[config.mk]
export PLATFORM = sky130hd
export DESIGN_NAME = fetch_unit
export DESIGN_NICKNAME = d
export VERILOG_FILES = /design/src/ifetch_pkg.sv /design/src/fetch_unit.sv
export VERILOG_INCLUDE_DIRS = /design/src /design/src/include
export SDC_FILE = /design/constraint.sdc
export NUM_CORES = 1
export LEC_CHECK = 0
export ABC_CLOCK_PERIOD_IN_PS = 14000
export BUFFER_PORTS_ARGS = -buffer_cell sky130_fd_sc_hd__buf_2
export CAP_MARGIN = 20
export CORE_ASPECT_RATIO = 1.25
export CORE_MARGIN = 10
export CORE_UTILIZATION = 47
export CTS_CLUSTER_DIAMETER = 30
export DETAILED_ROUTE_END_ITERATION = 8
export PLACE_DENSITY = 0.76
export SYNTH_ARGS = -nofsm -noshare
export SYNTH_HDL_FRONTEND = slang
export SYNTH_SLANG_ARGS = --single-unit
[constraint.sdc]
create_clock -name clk -period 14 [get_ports clk]
set_clock_uncertainty 0.2 [all_clocks]
set_input_delay 0.7 -clock clk [delete_from_list [all_inputs] [get_ports clk]]
set_output_delay 0.7 -clock clk [all_outputs]
set_load 0.05 [all_outputs]
[src/include/ifetch_defines.svh]
`ifndef IFETCH_DEFINES_SVH
`define IFETCH_DEFINES_SVH

// first fetch address out of reset
`define IFETCH_RESET_PC 32'h8000_0000

// instruction sram window, starts where the core boots
`define IMEM_BASE `IFETCH_RESET_PC
`define IMEM_WORDS 1024 // depth in 32-bit words
`define IMEM_AW 10 // word index width, log2 of depth

// cycles from ar handshake to rvalid
`define SRAM_LATENCY 4

// axi response codes
`define RESP_OKAY 2'b00
`define RESP_SLVERR 2'b10

`endif

[src/ifetch_pkg.sv]
`default_nettype none

`include "ifetch_defines.svh"

package ifetch_pkg;

    typedef logic [31:0] addr_t; // byte address
    typedef logic [31:0] word_t; // one instruction
    typedef logic [1:0] resp_t; // axi resp field
    typedef logic [`IMEM_AW-1:0] imem_idx_t; // word index into the array

    // read address channel payload
    typedef struct packed {
        addr_t addr;
    } ar_req_t;

    // read data channel payload
    typedef struct packed {
        word_t data;
        resp_t resp;
    } r_rsp_t;

    // what the decoder gets per instruction
    typedef struct packed {
        addr_t pc;
        word_t inst;
        logic  fault; // resp was not okay
    } fetch_out_t;

    typedef enum logic [1:0] {
        F_IDLE, // nothing in flight
        F_ISSUE, // ar being presented
        F_WAIT, // waiting for r, delivers on handshake
        F_DROP // r is stale, swallow it
    } fetch_state_t;

    typedef enum logic [1:0] {
        S_IDLE,
        S_ACCESS, // latency countdown
        S_RESP // r held until rready
    } slave_state_t;

endpackage

`default_nettype wire

[src/fetch_unit.sv]
`timescale 1ns/1ps
`default_nettype none

`include "ifetch_defines.svh"

// pc keeper and axi-lite read master
// exactly one request in flight, decoder can stall and redirect
module fetch_unit (
    input  wire logic                  clk,
    input  wire logic                  rst,
    input  wire logic                  run,
    input  wire logic                  redirect,
    input  wire ifetch_pkg::addr_t     redirect_pc,
    output logic                       arvalid,
    input  wire logic                  arready,
    output ifetch_pkg::ar_req_t        ar,
    input  wire logic                  rvalid,
    output logic                       rready,
    input  wire ifetch_pkg::r_rsp_t    r,
    input  wire logic                  inst_ready,
    output logic                       inst_valid,
    output ifetch_pkg::fetch_out_t     fetch
);
    import ifetch_pkg::*;

    fetch_state_t state;
    addr_t        pc;
    logic         stale; // redirect arrived while ar was held
    logic         ar_hs;
    logic         r_hs;
    logic         ar_load; // first cycle in F_ISSUE
    logic         deliver; // good response taken in F_WAIT

    assign ar_hs   = arvalid && arready;
    assign r_hs    = rvalid && rready;
    assign ar_load = (state == F_ISSUE) && !arvalid;
    assign deliver = (state == F_WAIT) && r_hs && !redirect; // redirect wins

    // decoder back-pressure only matters for live responses
    always_comb begin
        case (state)
            F_WAIT:  rready = inst_ready;
            F_DROP:  rready = 1'b1; // discard as fast as it comes
            default: rready = 1'b0;
        endcase
    end

    // pc, redirect first, then sequential advance
    always_ff @(posedge clk) begin
        if (rst) begin
            pc <= `IFETCH_RESET_PC;
        end else if (redirect) begin
            pc <= redirect_pc;
        end else if (deliver) begin
            pc <= pc + 32'd4; // slverr also moves on
        end
    end

    always_ff @(posedge clk) begin
        if (rst) begin
            state      <= F_IDLE;
            arvalid    <= 1'b0;
            stale      <= 1'b0;
            inst_valid <= 1'b0;
        end else begin
            inst_valid <= deliver; // one-cycle pulse
            case (state)
                F_IDLE: begin
                    if (run) begin
                        state <= F_ISSUE;
                    end
                end
                F_ISSUE: begin
                    if (ar_load) begin
                        arvalid <= 1'b1; // raised the edge after entry
                    end else if (ar_hs) begin
                        arvalid <= 1'b0;
                        stale   <= 1'b0;
                        state   <= (stale || redirect) ? F_DROP : F_WAIT;
                    end else if (redirect) begin
                        stale <= 1'b1; // ar must stay stable, drop the answer later
                    end
                end
                F_WAIT: begin
                    if (r_hs) begin
                        state <= F_IDLE; // taken, delivered or discarded
                    end else if (redirect) begin
                        state <= F_DROP;
                    end
                end
                F_DROP: begin
                    if (r_hs) begin
                        state <= F_IDLE;
                    end
                end
                default: begin
                    state <= F_IDLE;
                end
            endcase
        end
    end

    // payload registers
    always_ff @(posedge clk) begin
        if (ar_load) begin
            ar.addr <= redirect ? redirect_pc : pc; // same-cycle redirect goes straight out
        end
        if (deliver) begin
            fetch <= '{pc: pc, inst: r.data, fault: (r.resp != `RESP_OKAY)};
        end
    end

endmodule

`default_nettype wire

==> out/metrics.cfg <==
[outcome]
outcome = finished, final reports clean

[timing]
hold_viol_final = 0
max_slew.worst_pin.slew_ns = 0.965
fin_crit_sh = 0.198
maxSlewViolCount = 0
fin_tns_setup_ns = 0
period_minus_slack_ns = 2.77
max_freq_mhz = 361
final-setup-viol-count = 0
rsz0062_at_grt = false
slew_headroom = 0.357

[critical_path]
critPathSlowestCell = and4b_1
worstPathRequired_ns = 14.11
arrival_ns = 2.89
critical_path.max_fanout = 30
cp_cell_sequence = and4b_1, nor2b_4, buf_12, buf_4, nor2_1, a211oi_1
cp-start-kind = flip-flop
cp_slowest_stage_delay_ns = 0.52
critPathKind = reg2reg
crit_path_end_kind = flip-flop

[placed_design]
placed_cells = 691
finalWeightedCongestion = 0.731
port_buffers = 172
post-dp-hpwl_mm = 9.19

[floorplanning]
core_area_sq_um = 11100
io_pins = 173
initial_utilization = 0.479
num_rows = 43
die_h_microns = 139
dieWidth_microns = 115
die-area_sq_um = 16000

[logic_synthesis]
synth_top_family_by_area = simple AND/OR/NAND/NOR gates
synth_fa_ha_area_frac = 0.00236
muxShareOfSynthArea = 0.0441
syn_nets = 474
avgSynthCellArea_sq_um = 13.3
synth_edf_count = 97
synthDistinctLibCells = 44
synth_xor_area_frac = 0.0446
synthCells = 400
yosys_warnings = 0
synth_compound_area_frac = 0.0795
synth-simple-area-share = 0.102
synthArstFlopShare = 0
ys_ff_latch = 134
ys.flop_type = edfxtp_1
synth_seq_area_share = 0.689
syn_area_sq_um = 5300

[clock_network]
cts_hold_buf = 0
cts_repair_resize_count = 0
cts_setup_buffers = 0
clk_latency_ns = 0.41
path_clk_slew_ns = 0.06
clock_sinks = 134
numCtsBuffers = 17
cts_root_buf = clkbuf_16
cts_tree = yes
cts_max_level = 4
cts_buffer_depth = 2

[flow_run]
max-cap-violations = 0

[grt]
track_usage = 0.161
grt_pass1_wl_mm = 20.2
grt_pass1_vias = 3934
antenna_found_initial = 2
grt_max_degree = 96
overflow = 0

[power]
p_per_area_nw_per_um2 = 140
p_leak_uw = 0.00281
irDropWorstVdd_uv = 75.9

[detailed_routing]
vias = 3750
dr.pass1.iters = 4
first_iter_violations = 207
via_per_inst = 5.17
ant_nets = 0
wl_per_cell_microns = 17.8
drt_wl_total_mm = 12.9
drc = 0

[final_layout]
finalNonFillerCells = 725
nets = 650
layout-drive-gt1-share = 0.406
area_growth_pct = 29.3

[min_path]
min_path_type = reg2reg

flip-flops by register name, indices dropped and copies added (netlist names):
register,count
inst_valid,1
fetch,65
pc,32
arvalid,1
ar,32
stale,1
state,2
synth_stat cells, drive strengths merged, types with 2 or more instances:
master | n | share of area
dfxtp | 37 | 0.14
xnor2 | 13 | 0.021
nor2 | 14 | 0.0099
nand3 | 9 | 0.0085
o21ai | 19 | 0.018
nand4 | 6 | 0.0094
xor2 | 14 | 0.023
o21a | 19 | 0.027
or2 | 3 | 0.0035
clkbuf | 12 | 0.010
nand2 | 23 | 0.016
and4 | 3 | 0.0054
mux2i | 2 | 0.0038
nor4 | 4 | 0.0075
and3 | 3 | 0.0035
nor2b | 7 | 0.0083
edfxtp | 97 | 0.55
inv | 31 | 0.022
and2 | 2 | 0.0026
o22ai | 3 | 0.0035
buf | 6 | 0.0061
a21oi | 21 | 0.020
mux2 | 19 | 0.040
nor3 | 21 | 0.021
routing by layer:
metal  global-route usage  up-vias  share of wire
met5                    0        -         0.0014
met3               0.0775       15           0.11
li1                     -     1798              -
met1                0.172     1789           0.38
met2                0.268      146           0.50
met4               0.0574        2          0.014
per-stage QoR:
stage               instance area, sq um  setup slack, ns  utilization  power [uW]  hold WS, ns
finish                              6860            11.23        0.619         959        0.226
global route                        6850            11.07        0.618         993        0.245
CTS                                 6830            10.82        0.617         969        0.229
detailed placement                  6280            10.57        0.566         557        0.215
global placement                    6280            10.73        0.566         553        0.211
floorplan                           5300             9.23            -         526        0.204
worst max-delay path, delay by kind of cell, from the launching register on:
family,cells,cell delay [ns]
DFF,1,0.50
AOI/OAI and AO/OA,1,0.23
buffers and inverters,2,0.63
and+or+nand+nor,3,1.08
final timing paths:
check	startpoint	to	cells after the start	slack [ns]
max	state[1]$_SDFFE_PP0P_	pc[2]$_SDFFE_PP0P_	6	11.23
max reg2reg	state[1]$_SDFFE_PP0P_	pc[2]$_SDFFE_PP0P_	6	11.23
min reg2reg	pc[1]$_SDFFE_PP0P_	fetch[34]$_DFFE_PP_	0	0.23
min	pc[1]$_SDFFE_PP0P_	fetch[34]$_DFFE_PP_	0	0.23
kinds of logic after synthesis:
| kind of cell | count (synthesis) |
|---|---|
| AOI/OAI and AO/OA | 69 |
| xor gates and xnor gates | 27 |
| adders and majority gates | 1 |
| buffers and inverters | 49 |
| DFF | 134 |
| muxes | 21 |
| and+or+nand+nor | 99 |
cell type report:
type	count	area (sq um)
repair buffers	175	898
diodes	1	2.50
well taps	135	169
clock inverters	15	131
flip-flops and latches	134	3650
multi-input cells	217	1460
clock buffers	17	425
inverters	31	116
fillers	882	4230
where the power goes:
part	switching, uW	internal, uW	total, uW
clock network	167	244	411
registers	10.8	445	456
logic	63.3	28.7	92.1
placed cells by master, fill, tap and decap left out, drive strengths merged, types with 3 or more instances in the layout:
master      n
and4        3
o21a       19
nor4        4
xor2       14
nand4       6
buf       175
clkinv      9
o21ai      19
nor3       21
nand3       9
or2         3
o22ai       3
nor2b       7
dfxtp      37
inv        33
nor2       14
clkinvlp    3
xnor2      13
clkbuf     17
edfxtp     97
mux2       19
nand2      23
a21oi      21
and3        3
Note: power is estimated with default switching activity, not from simulation.
