`src/include/ifetch_defines.svh`:
```
`ifndef IFETCH_DEFINES_SVH
`define IFETCH_DEFINES_SVH

// first fetch address out of reset
`define IFETCH_RESET_PC 32'h8000_0000

// instruction sram window, starts where the core boots
`define IMEM_BASE `IFETCH_RESET_PC
`define IMEM_WORDS 1024 // depth in 32-bit words
`define IMEM_AW 10 // word index width, log2 of depth

// cycles from ar handshake to rvalid
`define SRAM_LATENCY 4

// axi response codes
`define RESP_OKAY 2'b00
`define RESP_SLVERR 2'b10

`endif

```
`src/ifetch_pkg.sv`:
```
`default_nettype none

`include "ifetch_defines.svh"

package ifetch_pkg;

    typedef logic [31:0] addr_t; // byte address
    typedef logic [31:0] word_t; // one instruction
    typedef logic [1:0] resp_t; // axi resp field
    typedef logic [`IMEM_AW-1:0] imem_idx_t; // word index into the array

    // read address channel payload
    typedef struct packed {
        addr_t addr;
    } ar_req_t;

    // read data channel payload
    typedef struct packed {
        word_t data;
        resp_t resp;
    } r_rsp_t;

    // what the decoder gets per instruction
    typedef struct packed {
        addr_t pc;
        word_t inst;
        logic  fault; // resp was not okay
    } fetch_out_t;

    typedef enum logic [1:0] {
        F_IDLE, // nothing in flight
        F_ISSUE, // ar being presented
        F_WAIT, // waiting for r, delivers on handshake
        F_DROP // r is stale, swallow it
    } fetch_state_t;

    typedef enum logic [1:0] {
        S_IDLE,
        S_ACCESS, // latency countdown
        S_RESP // r held until rready
    } slave_state_t;

endpackage

`default_nettype wire

```
`src/sram_read_slave.sv`:
```
`timescale 1ns/1ps
`default_nettype none

`include "ifetch_defines.svh"

// axi-lite read-only slave in front of imem_array
// one transaction at a time, fixed latency
module sram_read_slave (
    input  wire logic                  clk,
    input  wire logic                  rst,
    input  wire logic                  arvalid,
    output logic                       arready,
    input  wire ifetch_pkg::ar_req_t   ar,
    output logic                       rvalid,
    input  wire logic                  rready,
    output ifetch_pkg::r_rsp_t         r,
    output logic                       mem_rd_en,
    output ifetch_pkg::imem_idx_t      mem_rd_idx,
    input  wire ifetch_pkg::word_t     mem_rd_data
);
    import ifetch_pkg::*;

    localparam int CNT_W = $clog2(`SRAM_LATENCY + 1); // fits the load value

    slave_state_t     state;
    logic [CNT_W-1:0] cnt; // cycles left in S_ACCESS
    addr_t            addr_q; // accepted address
    logic             ar_hs;
    logic             r_hs;
    logic             rsp_load; // last access cycle

    // inside the sram window and word aligned
    function automatic logic in_window(addr_t a);
        addr_t off;
        off = a - `IMEM_BASE; // wraps for addresses below base
        return (off < addr_t'(`IMEM_WORDS * 4)) && (a[1:0] == 2'b00);
    endfunction

    // byte address to array word index
    function automatic imem_idx_t word_idx(addr_t a);
        addr_t off;
        off = a - `IMEM_BASE;
        return off[`IMEM_AW+1:2];
    endfunction

    assign arready = (state == S_IDLE); // only idle accepts
    assign rvalid  = (state == S_RESP);
    assign ar_hs   = arvalid && arready;
    assign r_hs    = rvalid && rready;

    // strobe the array on the accepting edge, good addresses only
    assign mem_rd_en  = ar_hs && in_window(ar.addr);
    assign mem_rd_idx = word_idx(ar.addr);

    assign rsp_load = (state == S_ACCESS) && (cnt == CNT_W'(1));

    always_ff @(posedge clk) begin
        if (rst) begin
            state <= S_IDLE;
            cnt   <= '0;
        end else begin
            case (state)
                S_IDLE: begin
                    if (ar_hs) begin
                        state <= S_ACCESS;
                        cnt   <= CNT_W'(`SRAM_LATENCY); // rvalid lands latency edges later
                    end
                end
                S_ACCESS: begin
                    cnt <= cnt - 1'b1;
                    if (rsp_load) begin
                        state <= S_RESP;
                    end
                end
                S_RESP: begin
                    if (r_hs) begin
                        state <= S_IDLE; // arready back up after this edge
                    end
                end
                default: begin
                    state <= S_IDLE;
                end
            endcase
        end
    end

    // address and response payload
    always_ff @(posedge clk) begin
        if (ar_hs) begin
            addr_q <= ar.addr;
        end
        if (rsp_load) begin
            if (in_window(addr_q)) begin
                r <= '{data: mem_rd_data, resp: `RESP_OKAY};
            end else begin
                r <= '{data: '0, resp: `RESP_SLVERR}; // out of window or misaligned
            end
        end
    end

endmodule

`default_nettype wire

```
`config.mk`:
```
export PLATFORM = sky130hd
export DESIGN_NAME = sram_read_slave
export DESIGN_NICKNAME = d
export VERILOG_FILES = /design/src/ifetch_pkg.sv /design/src/sram_read_slave.sv
export VERILOG_INCLUDE_DIRS = /design/src /design/src/include
export SDC_FILE = /design/constraint.sdc
export NUM_CORES = 1
export LEC_CHECK = 0
export BUFFER_PORTS_ARGS = -buffer_cell sky130_fd_sc_hd__clkbuf_2
export CAP_MARGIN = 20
export CELL_PAD_IN_SITES_DETAIL_PLACEMENT = 0
export CELL_PAD_IN_SITES_GLOBAL_PLACEMENT = 1
export CORE_MARGIN = 4
export CORE_UTILIZATION = 34
export CTS_BUF_LIST = sky130_fd_sc_hd__clkbuf_8
export DETAILED_ROUTE_END_ITERATION = 8
export GPL_TIMING_DRIVEN = 0
export HOLD_SLACK_MARGIN = 0.05
export PLACE_DENSITY_LB_ADDON = 0.1
export SLEW_MARGIN = 20
export SYNTH_ARGS = -nofsm -noshare
export SYNTH_HDL_FRONTEND = slang
export SYNTH_SLANG_ARGS = --single-unit
```
`constraint.sdc`:
```
create_clock -name clk -period 4.32 [get_ports clk]
set_input_delay 0.864 -clock clk [delete_from_list [all_inputs] [get_ports clk]]
set_output_delay 0.864 -clock clk [all_outputs]
set_load 0.01 [all_outputs]
```
==> results.json, run 1 <==
{
  "status": "finished, final reports clean",
  "yosysUniqueCellTypes": 32,
  "gr-usage-met3_pct": 3.187,
  "rrSetupSlack_ns": 2.39,
  "path_class": "in -> out",
  "route.detailed.drc": 0,
  "core_area_mm2": 0.007292,
  "use_met2_pct": 20.49,
  "leakage_nw": 1.249,
  "cts.clk_slew.worst_paths_ns": 0.06,
  "gp_congestion": 0.6739,
  "slew_viol_final": 0,
  "multi_input_area_um2": 655.6,
  "synth_warnings": 0,
  "cts-buffers-inserted": 9,
  "routed-via-count": 1840,
  "dieArea_mm2": 0.008958,
  "cts_setup_buffers": 0,
  "min_from": "cnt[1]",
  "portBuffers": 103,
  "rsz0062_at_grt": "no",
  "cp-start-kind": "input port",
  "synth.avg_cell_area_um2": 13.72,
  "rr_worst_depth": 4,
  "intPower_w": 0.001028,
  "hpwl_um": 4156,
  "p_sw_share_pct": 21.08,
  "synthToLayoutAreaGrowth_pct": 35.74,
  "synth.net_count": 256,
  "hold_ws_ns": 0.5069,
  "min_to": "cnt[1]",
  "wl_per_cell_um": 13.11,
  "drv_cap": 0,
  "syn_inst": 186,
  "hp-class": "reg -> reg",
  "worst_ir_drop_vdd_mv": 0.1387,
  "final.min_clock_period_ns": 2.949,
  "postPlaceCellArea_mm2": 0.003257,
  "final_common_cell": "clkbuf_2",
  "cp.arrival_ns": 2.08,
  "worstMarginPinSlew_ns": 0.6364,
  "cts_hold_buffers": 0,
  "grt_use_total_pct": 12.58,
  "postRouteAntennaNets": 0,
  "ys_ff_latch": 60,
  "worstPathRequired_ns": 3.46,
  "drtPass1Iterations": 3,
  "grt_pass1_vias": 1870,
  "overflow": 0,
  "nFillCells": 690,
  "htreeDepth": 3,
  "drive_gt1_share_pct": 51.94,
  "start_util_pct": 35.00,
  "drt-initial-drc-count": 35,
  "power_switching_w": 0.0002746,
  "antenna_cells": 0,
  "hold_viol": 0,
  "dp.cells": 393,
  "p_per_area_mw_per_mm2": 376.0,
  "relSlewSlack_pct": 57.51,
  "r2r-end": "r[2]",
  "antenna_found_initial": 0,
  "die_x_um": 94.65,
  "sequentialPowerShare_pct": 51.6,
  "finalCritPeriodShare_pct": 68.25,
  "max-clock-path-buffers": 2,
  "busiest_layer": "met2",
  "use_met1_pct": 15.71,
  "clock_sinks": 60,
  "p_clk_share_pct": 40.6,
  "final-seq-area_mm2": 0.001752,
  "grt_start_max_net_pins": 13,
  "vias_per_cell": 4.499,
  "syn_area_mm2": 0.002552,
  "max_freq_ghz": 0.3392,
  "io_pins": 115,
  "die_y_um": 94.65,
  "clock-root-buffer": "clkbuf_8",
  "finalNonFillerCells": 409,
  "rows": 31,
  "finalSetupTns_ns": 0,
  "final_nets": 375,
  "finalSetupViolCount": 0,
  "endpoint_kind": "output pin",
  "tritoncts": "yes",
  "final_area_mm2": 0.003465,
  "hold_depth": 2,
  "fin_skew_ns": 0.007935,
  "cts-resized-gates": 0,
  "p_total_w": 0.001303,
  "reg2reg_from": "cnt[0]",
  "grt_pass1_wl_um": 8583,
  "synth-seq-area-share_pct": 68.63,
  "power_frac_comb_pct": 7.8,
  "wl_um": 5364,
  "worstSkewPairLatency_ns": 0.32,
  "crit_fanout": 11,
  "layout_common_cells": "clkbuf_2, edfxtp_1, nand2_1"
}
registers in the layout, summed over array words and instances, names as in the netlist:
signal,count
state,2
r,33
addr_q,22
cnt,3
synthesized netlist by cell type, drive strengths merged:
cell type | number | area share [%]
nand2 | 33 | 4.9
nor4 | 8 | 3.3
nor4bb | 1 | 0.39
nor3b | 1 | 0.29
o21bai | 1 | 0.29
mux2i | 1 | 0.39
edfxtp | 55 | 65
nand3 | 2 | 0.59
nor2b | 2 | 0.49
nand4 | 1 | 0.25
o21ai | 1 | 0.20
nand3b | 1 | 0.29
inv | 5 | 0.74
nor3 | 32 | 8.6
nor2 | 7 | 1.0
a311oi | 1 | 0.34
nand4b | 1 | 0.34
ha | 2 | 0.98
dfxtp | 5 | 3.9
conb | 1 | 0.15
a21oi | 1 | 0.20
a22oi | 1 | 0.29
buf | 20 | 5.7
nor4b | 2 | 1.3
a221oi | 1 | 0.34
cells by family (layout without fill, tap and decap cells):
kind of cell / count (synthesis) / in the layout / share of synthesized area [%]
compound gates: 6 / 6 / 1.667
fa+ha+maj: 2 / 2 / 0.9802
buf+inv: 25 / 149 / 6.471
flops: 60 / 60 / 68.63
mux: 1 / 1 / 0.3922
simple gates: 91 / 91 / 21.72
other cells: 1 / 1 / 0.1469
cell type report:
type / instances / share of cell area, %
Buffer: 20 / 4.225
Clock buffer: 9 / 3.575
Clock inverter: 7 / 2.420
Inverter: 5 / 0.5417
Multi-Input combinational cell: 101 / 18.92
Sequential cell: 60 / 50.56
Tap cell: 99 / 3.575
Timing Repair Buffer: 108 / 16.18
power groups by stage:
stage               Combinational, W  Clock (W)  Sequential [W]
floorplan                  0.0000413          0        0.000689
global placement           0.0000971          0        0.000686
detailed placement          0.000103          0        0.000686
CTS                         0.000104   0.000543        0.000673
global route                0.000113   0.000569        0.000675
finish                      0.000101   0.000529        0.000673
critical path, cell delays in order:
cell and delay, ns:
clkbuf_2 0.09, nor3b_2 0.36, buf_4 0.26, buf_6 0.17, nand3_1 0.08, nor2_1 0.12
clkbuf_2 0.14
layer usage:
metal / routed length, µm / share of wire (%)
met1: 2276 / 42
met2: 2574 / 48
met3: 454 / 8.5
met4: 58 / 1.1
met5: 0 / 0
stage by stage:
step | util [%] | setup WS, ns
2_1_floorplan | - | 0.4553
3_3_place_gp | 43.86 | -0.3868
3_5_place_dp | 44.66 | 1.346
4_1_cts | 47.51 | 1.338
5_1_grt | 47.51 | 1.177
6_report | 47.51 | 1.371
worst max-delay path by stage:
stage / start / end / slack (ns) / depth (start not counted)
3_5_place_dp: arvalid / mem_rd_en / 1.35 / 7
2_1_floorplan: arvalid / mem_rd_en / 0.46 / 3
6_report: arvalid / mem_rd_en / 1.37 / 7
4_1_cts: arvalid / mem_rd_en / 1.34 / 7
3_3_place_gp: arvalid / mem_rd_en / -0.39 / 5
5_1_grt: arvalid / mem_rd_en / 1.18 / 7
No activity file was read; power rests on OpenSTA's default activity.
==> inputs of run 2 (changes only) <==
Settings changed: CORE_UTILIZATION 34 to 37.
Clock period 4.32 ns to 3 ns, I/O delays scaled along.
==> run 2 against run 1 <==
Compared with the run above: first-iteration DRC count rose by 130%; clock power rose by 7.2%; die area decreased by 7.4%; total power rose by 29%; critical path type is now reg -> out; worst setup slack worse by 0.72 ns; critical path depth down 2.
==> results.json, run 2 (same netlist as run 1, synthesis figures left out) <==
{
  "cts-buffers-inserted": 9,
  "sequentialPowerShare_pct": 57.6,
  "regMostFlops": "r",
  "finalSetupViolCount": 0,
  "antenna_cells": 0,
  "max_freq_ghz": 0.4259,
  "hp-class": "in -> reg",
  "overflow": 0,
  "postRouteAntennaNets": 0,
  "cts.clk_slew.worst_paths_ns": 0.06,
  "final.min_clock_period_ns": 2.348,
  "p_clk_share_pct": 33.7,
  "grt_pass1_vias": 1784,
  "status": "finished, final reports clean",
  "rsz0062_at_grt": "no",
  "hpwl_um": 4024,
  "path_class": "reg -> out",
  "layout_common_cells": "clkbuf_2, edfxtp_1, nand2_1",
  "wl_per_cell_um": 13.44,
  "io_pins": 115,
  "grt_use_total_pct": 12.83,
  "start_util_pct": 37.78,
  "max-clock-path-buffers": 2,
  "route.detailed.drc": 0,
  "slowest_stage": "nor3b_4",
  "gp_congestion": 0.7341,
  "final_nets": 374,
  "cp.arrival_ns": 1.75,
  "path_cells": "nor3b_4 > buf_6 > nand3_1 > nor2_1 > clkbuf_2",
  "worstPathRequired_ns": 2.40,
  "cp-start-kind": "flop",
  "vias_per_cell": 4.692,
  "clock-root-buffer": "clkbuf_8",
  "hold_viol": 0,
  "finalSetupTns_ns": 0,
  "dieArea_mm2": 0.008291,
  "power_frac_comb_pct": 8.6,
  "reg_top3": "r: 33 flops, addr_q: 22 flops, cnt: 3 flops",
  "routed-via-count": 1825,
  "rows": 30,
  "worst_ir_drop_vdd_mv": 0.2624,
  "intPower_w": 0.001304,
  "htreeDepth": 3,
  "grt_start_max_net_pins": 18,
  "die_y_um": 91.06,
  "grt_pass1_wl_um": 8252,
  "portBuffers": 103,
  "fin_ws_ns": 0.6523,
  "finalCritPeriodShare_pct": 78.26,
  "antenna_found_initial": 0,
  "slew_viol_final": 0,
  "cts_setup_buffers": 0,
  "leakage_nw": 1.227,
  "cts_hold_buffers": 0,
  "pre_cts_ws_ns": 0.6773,
  "worstSkewPairLatency_ns": 0.32,
  "critPathMaxStageDelay_ns": 0.43,
  "drt-initial-drc-count": 81,
  "endpoint_kind": "output pin",
  "die_x_um": 91.06,
  "synthToLayoutAreaGrowth_pct": 32.84,
  "drtPass1Iterations": 4,
  "tritoncts": "yes",
  "largest_reg_flops": 33,
  "relSlewSlack_pct": 54.71,
  "wl_um": 5227,
  "p_per_area_mw_per_mm2": 495.9,
  "fin_skew_ns": 0.003388,
  "drive_gt1_share_pct": 50.81,
  "core_area_mm2": 0.006756,
  "drv_cap": 0,
  "clock_sinks": 60,
  "cts-resized-gates": 0,
  "p_sw_share_pct": 22.47,
  "postPlaceCellArea_mm2": 0.003239,
  "final_common_cell": "clkbuf_2",
  "crit_fanout": 17,
  "power_switching_w": 0.0003777,
  "worstMarginPinSlew_ns": 0.6783,
  "final_area_mm2": 0.003391
}
run 2: power by group through the flow:
stage               Combinational (W)  Sequential, W  Clock [W]
floorplan                   0.0000612       0.000992          0
global placement             0.000141       0.000988          0
detailed placement           0.000147       0.000987          0
CTS                          0.000148       0.000970   0.000587
global route                 0.000160       0.000972   0.000631
finish                       0.000145       0.000969   0.000567
run 2: per-layer routing:
layer	global-route usage, %	part of all wire (%)
met1	15.88	44
met2	20.23	46
met3	3.977	7.8
met4	6.407	1.6
met5	0	0
run 2: path summary, 6_finish.rpt:
path | start | endpoint | slack, ns | depth (start not counted)
worst min register to register | cnt[1] | cnt[1] | 0.51 | 2
worst max register to register | cnt[0] | r[7] | 0.93 | 5
worst min-delay path | ar[29] | addr_q[29] | 0.47 | 1
worst max-delay path | state[0] | mem_rd_en | 0.65 | 5
run 2: layout make-up:
| type | instances | area [µm²] |
|---|---|---|
| Clock inverter | 7 | 27.53 |
| Timing Repair Buffer | 107 | 560.5 |
| Fill cell | 635 | 3366 |
| Inverter | 5 | 18.77 |
| Buffer | 20 | 146.4 |
| Tap cell | 80 | 100.1 |
| Multi-Input combinational cell | 101 | 661.9 |
| Sequential cell | 60 | 1752 |
| Clock buffer | 9 | 123.9 |
run 2: critical path, delay by kind of cell (launching register included):
family	cells	cell delay [ns]
and+or+nand+nor	3	0.64
buffers and inverters	2	0.38
DFF	1	0.39
run 2: stage by stage:
stage	total power [W]	cells	hold WS, ns	util [%]
2_1_floorplan	0.001053	186	0.4654	-
3_3_place_gp	0.001129	369	0.4887	47.19
3_5_place_dp	0.001135	373	0.4984	47.94
4_1_cts	0.001705	389	0.4484	50.19
5_1_grt	0.001762	389	0.4503	50.19
6_report	0.001681	389	0.4685	50.19
==> inputs of run 3 (changes only) <==
Settings changed: CORE_UTILIZATION 37 to 34.
Clock period 3 ns to 1.9 ns, I/O delays scaled along.
==> run 3 against run 2 <==
Compared with the run above: final cell count increased by 5.1%; routed wire length is 5.5% higher; clock power is 110% higher; die area grew 8.0%; worst hold slack lost 0.22 ns; critical path type unchanged.
==> results.json, run 3 (same netlist as run 1, synthesis figures left out) <==
{
  "finish.utilization_pct": 47.82,
  "grt_pass1_vias": 1854,
  "rows": 31,
  "grt_pass1_wl_um": 8804,
  "finalCritPeriodShare_pct": 95.27,
  "endpoint_kind": "output pin",
  "clock-root-buffer": "clkbuf_8",
  "drv_cap": 0,
  "crit_fanout": 8,
  "postRouteAntennaNets": 0,
  "power_frac_comb_pct": 7.8,
  "cp.arrival_ns": 1.43,
  "cts-buffers-inserted": 9,
  "p_sw_share_pct": 21.03,
  "wl_per_cell_um": 13.49,
  "final.min_clock_period_ns": 1.810,
  "min_from": "ar[12]",
  "intPower_w": 0.002338,
  "hp-class": "in -> reg",
  "antenna_cells": 0,
  "max-clock-path-buffers": 2,
  "core_area_mm2": 0.007292,
  "hpwl_um": 4088,
  "grt_use_total_pct": 12.96,
  "cts-resized-gates": 0,
  "worstPathRequired_ns": 1.52,
  "synthToLayoutAreaGrowth_pct": 36.62,
  "drt-initial-drc-count": 47,
  "dieArea_mm2": 0.008958,
  "critPathLaunch": "state[1]",
  "antenna_found_initial": 0,
  "tritoncts": "yes",
  "final_nets": 375,
  "wl_um": 5517,
  "vias_per_cell": 4.491,
  "path_class": "reg -> out",
  "reg_top3": "r: 33 flops, addr_q: 22 flops, cnt: 3 flops",
  "cp-start-kind": "flop",
  "relSlewSlack_pct": 40.31,
  "clock_sinks": 60,
  "nFillCells": 686,
  "regMostFlops": "r",
  "hold_viol": 0,
  "rsz0062_at_grt": "no",
  "p_per_area_mw_per_mm2": 849.1,
  "worstMarginPinSlew_ns": 0.8915,
  "fin_skew_ns": 0.006627,
  "route.detailed.drc": 0,
  "postPlaceCellArea_mm2": 0.003252,
  "final_area_mm2": 0.003487,
  "gp_congestion": 0.6871,
  "start_util_pct": 35.00,
  "overflow": 0,
  "finalSetupViolCount": 0,
  "die_y_um": 94.65,
  "leakage_nw": 1.249,
  "fin_ws_ns": 0.08994,
  "status": "finished, final reports clean",
  "slew_viol_final": 0,
  "htreeDepth": 3,
  "layout_common_cells": "clkbuf_2, edfxtp_1, nand2_1",
  "power_switching_w": 0.0006227,
  "pre_cts_ws_ns": -0.3620,
  "worst_ir_drop_vdd_mv": 0.3270,
  "worstSkewPairLatency_ns": 0.32,
  "reg2reg_from": "state[1]",
  "cts.clk_slew.worst_paths_ns": 0.07,
  "final_common_cell": "clkbuf_2",
  "p_clk_share_pct": 40.3,
  "grt_start_max_net_pins": 13,
  "drtPass1Iterations": 4,
  "io_pins": 115,
  "die_x_um": 94.65,
  "largest_reg_flops": 33,
  "drive_gt1_share_pct": 53.55,
  "sequentialPowerShare_pct": 51.8,
  "portBuffers": 103,
  "finalSetupTns_ns": 0,
  "max_freq_ghz": 0.5525,
  "routed-via-count": 1837
}
## run 3: cell types whose count changed in the layout (fill, tap and decap cells not counted), sizes merged
cell / delta
clkinvlp: +1
inv: -1
clkinv: -2
nor3b: +1
bufinv: +2
## run 3: timing repair
action | 4_1_cts | 5_1_grt
hold buffers | 0 | 0
setup endpoints to repair | 13 | 0
setup buffers | 2 | 0
## run 3: cell type report
| type | count | area [µm²] | share of cell area (%) |
|---|---|---|---|
| buffer | 20 | 146.4 | 4.198 |
| multi-input combinational | 102 | 686.9 | 19.70 |
| inverter | 5 | 18.77 | 0.5382 |
| clock inverter | 7 | 83.83 | 2.404 |
| tap | 99 | 123.9 | 3.552 |
| sequential | 60 | 1758 | 50.41 |
| timing repair buffer | 107 | 545.5 | 15.64 |
| clock buffer | 9 | 123.9 | 3.552 |
## run 3: worst max-delay path, cell delays in order (launching register included)
cell and delay (ns):
dfxtp_1 0.44, nor3b_4 0.30, nand3_1 0.11, nor2_1 0.11, clkbuf_2 0.14
## run 3: power groups by stage
stage	combinational [W]	clock, W	sequential [W]
5_1_grt	0.000259	0.00130	0.00154
4_1_cts	0.000238	0.00124	0.00154
3_3_place_gp	0.000227	0	0.00156
2_1_floorplan	0.0000997	0	0.00157
6_report	0.000232	0.00119	0.00153
3_5_place_dp	0.000230	0	0.00156
## run 3: worst paths after layout
check | slack [ns] | depth (start not counted) | to
max reg2reg | 0.29 | 3 | r[6]
min | 0.25 | 1 | addr_q[12]
max | 0.09 | 4 | mem_rd_en
min reg2reg | 0.51 | 2 | cnt[1]
## run 3: metal layers
layer / up-vias / global-route usage [%] / wire [µm]
met5: - / 0 / 0
met4: 0 / 5.769 / 80
met3: 8 / 3.267 / 523
met2: 93 / 20.55 / 2540
met1: 826 / 16.75 / 2371
li1: 910 / - / -
## run 3: metrics by stage
step	hold WS [ns]	power [W]	std cells
final	0.2457	0.002961	409
after global routing	0.2318	0.003101	409
after CTS	0.2258	0.003013	409
after detailed placement	0.4982	0.001793	390
after global placement	0.4885	0.001789	388
after floorplan	0.4450	0.001668	186
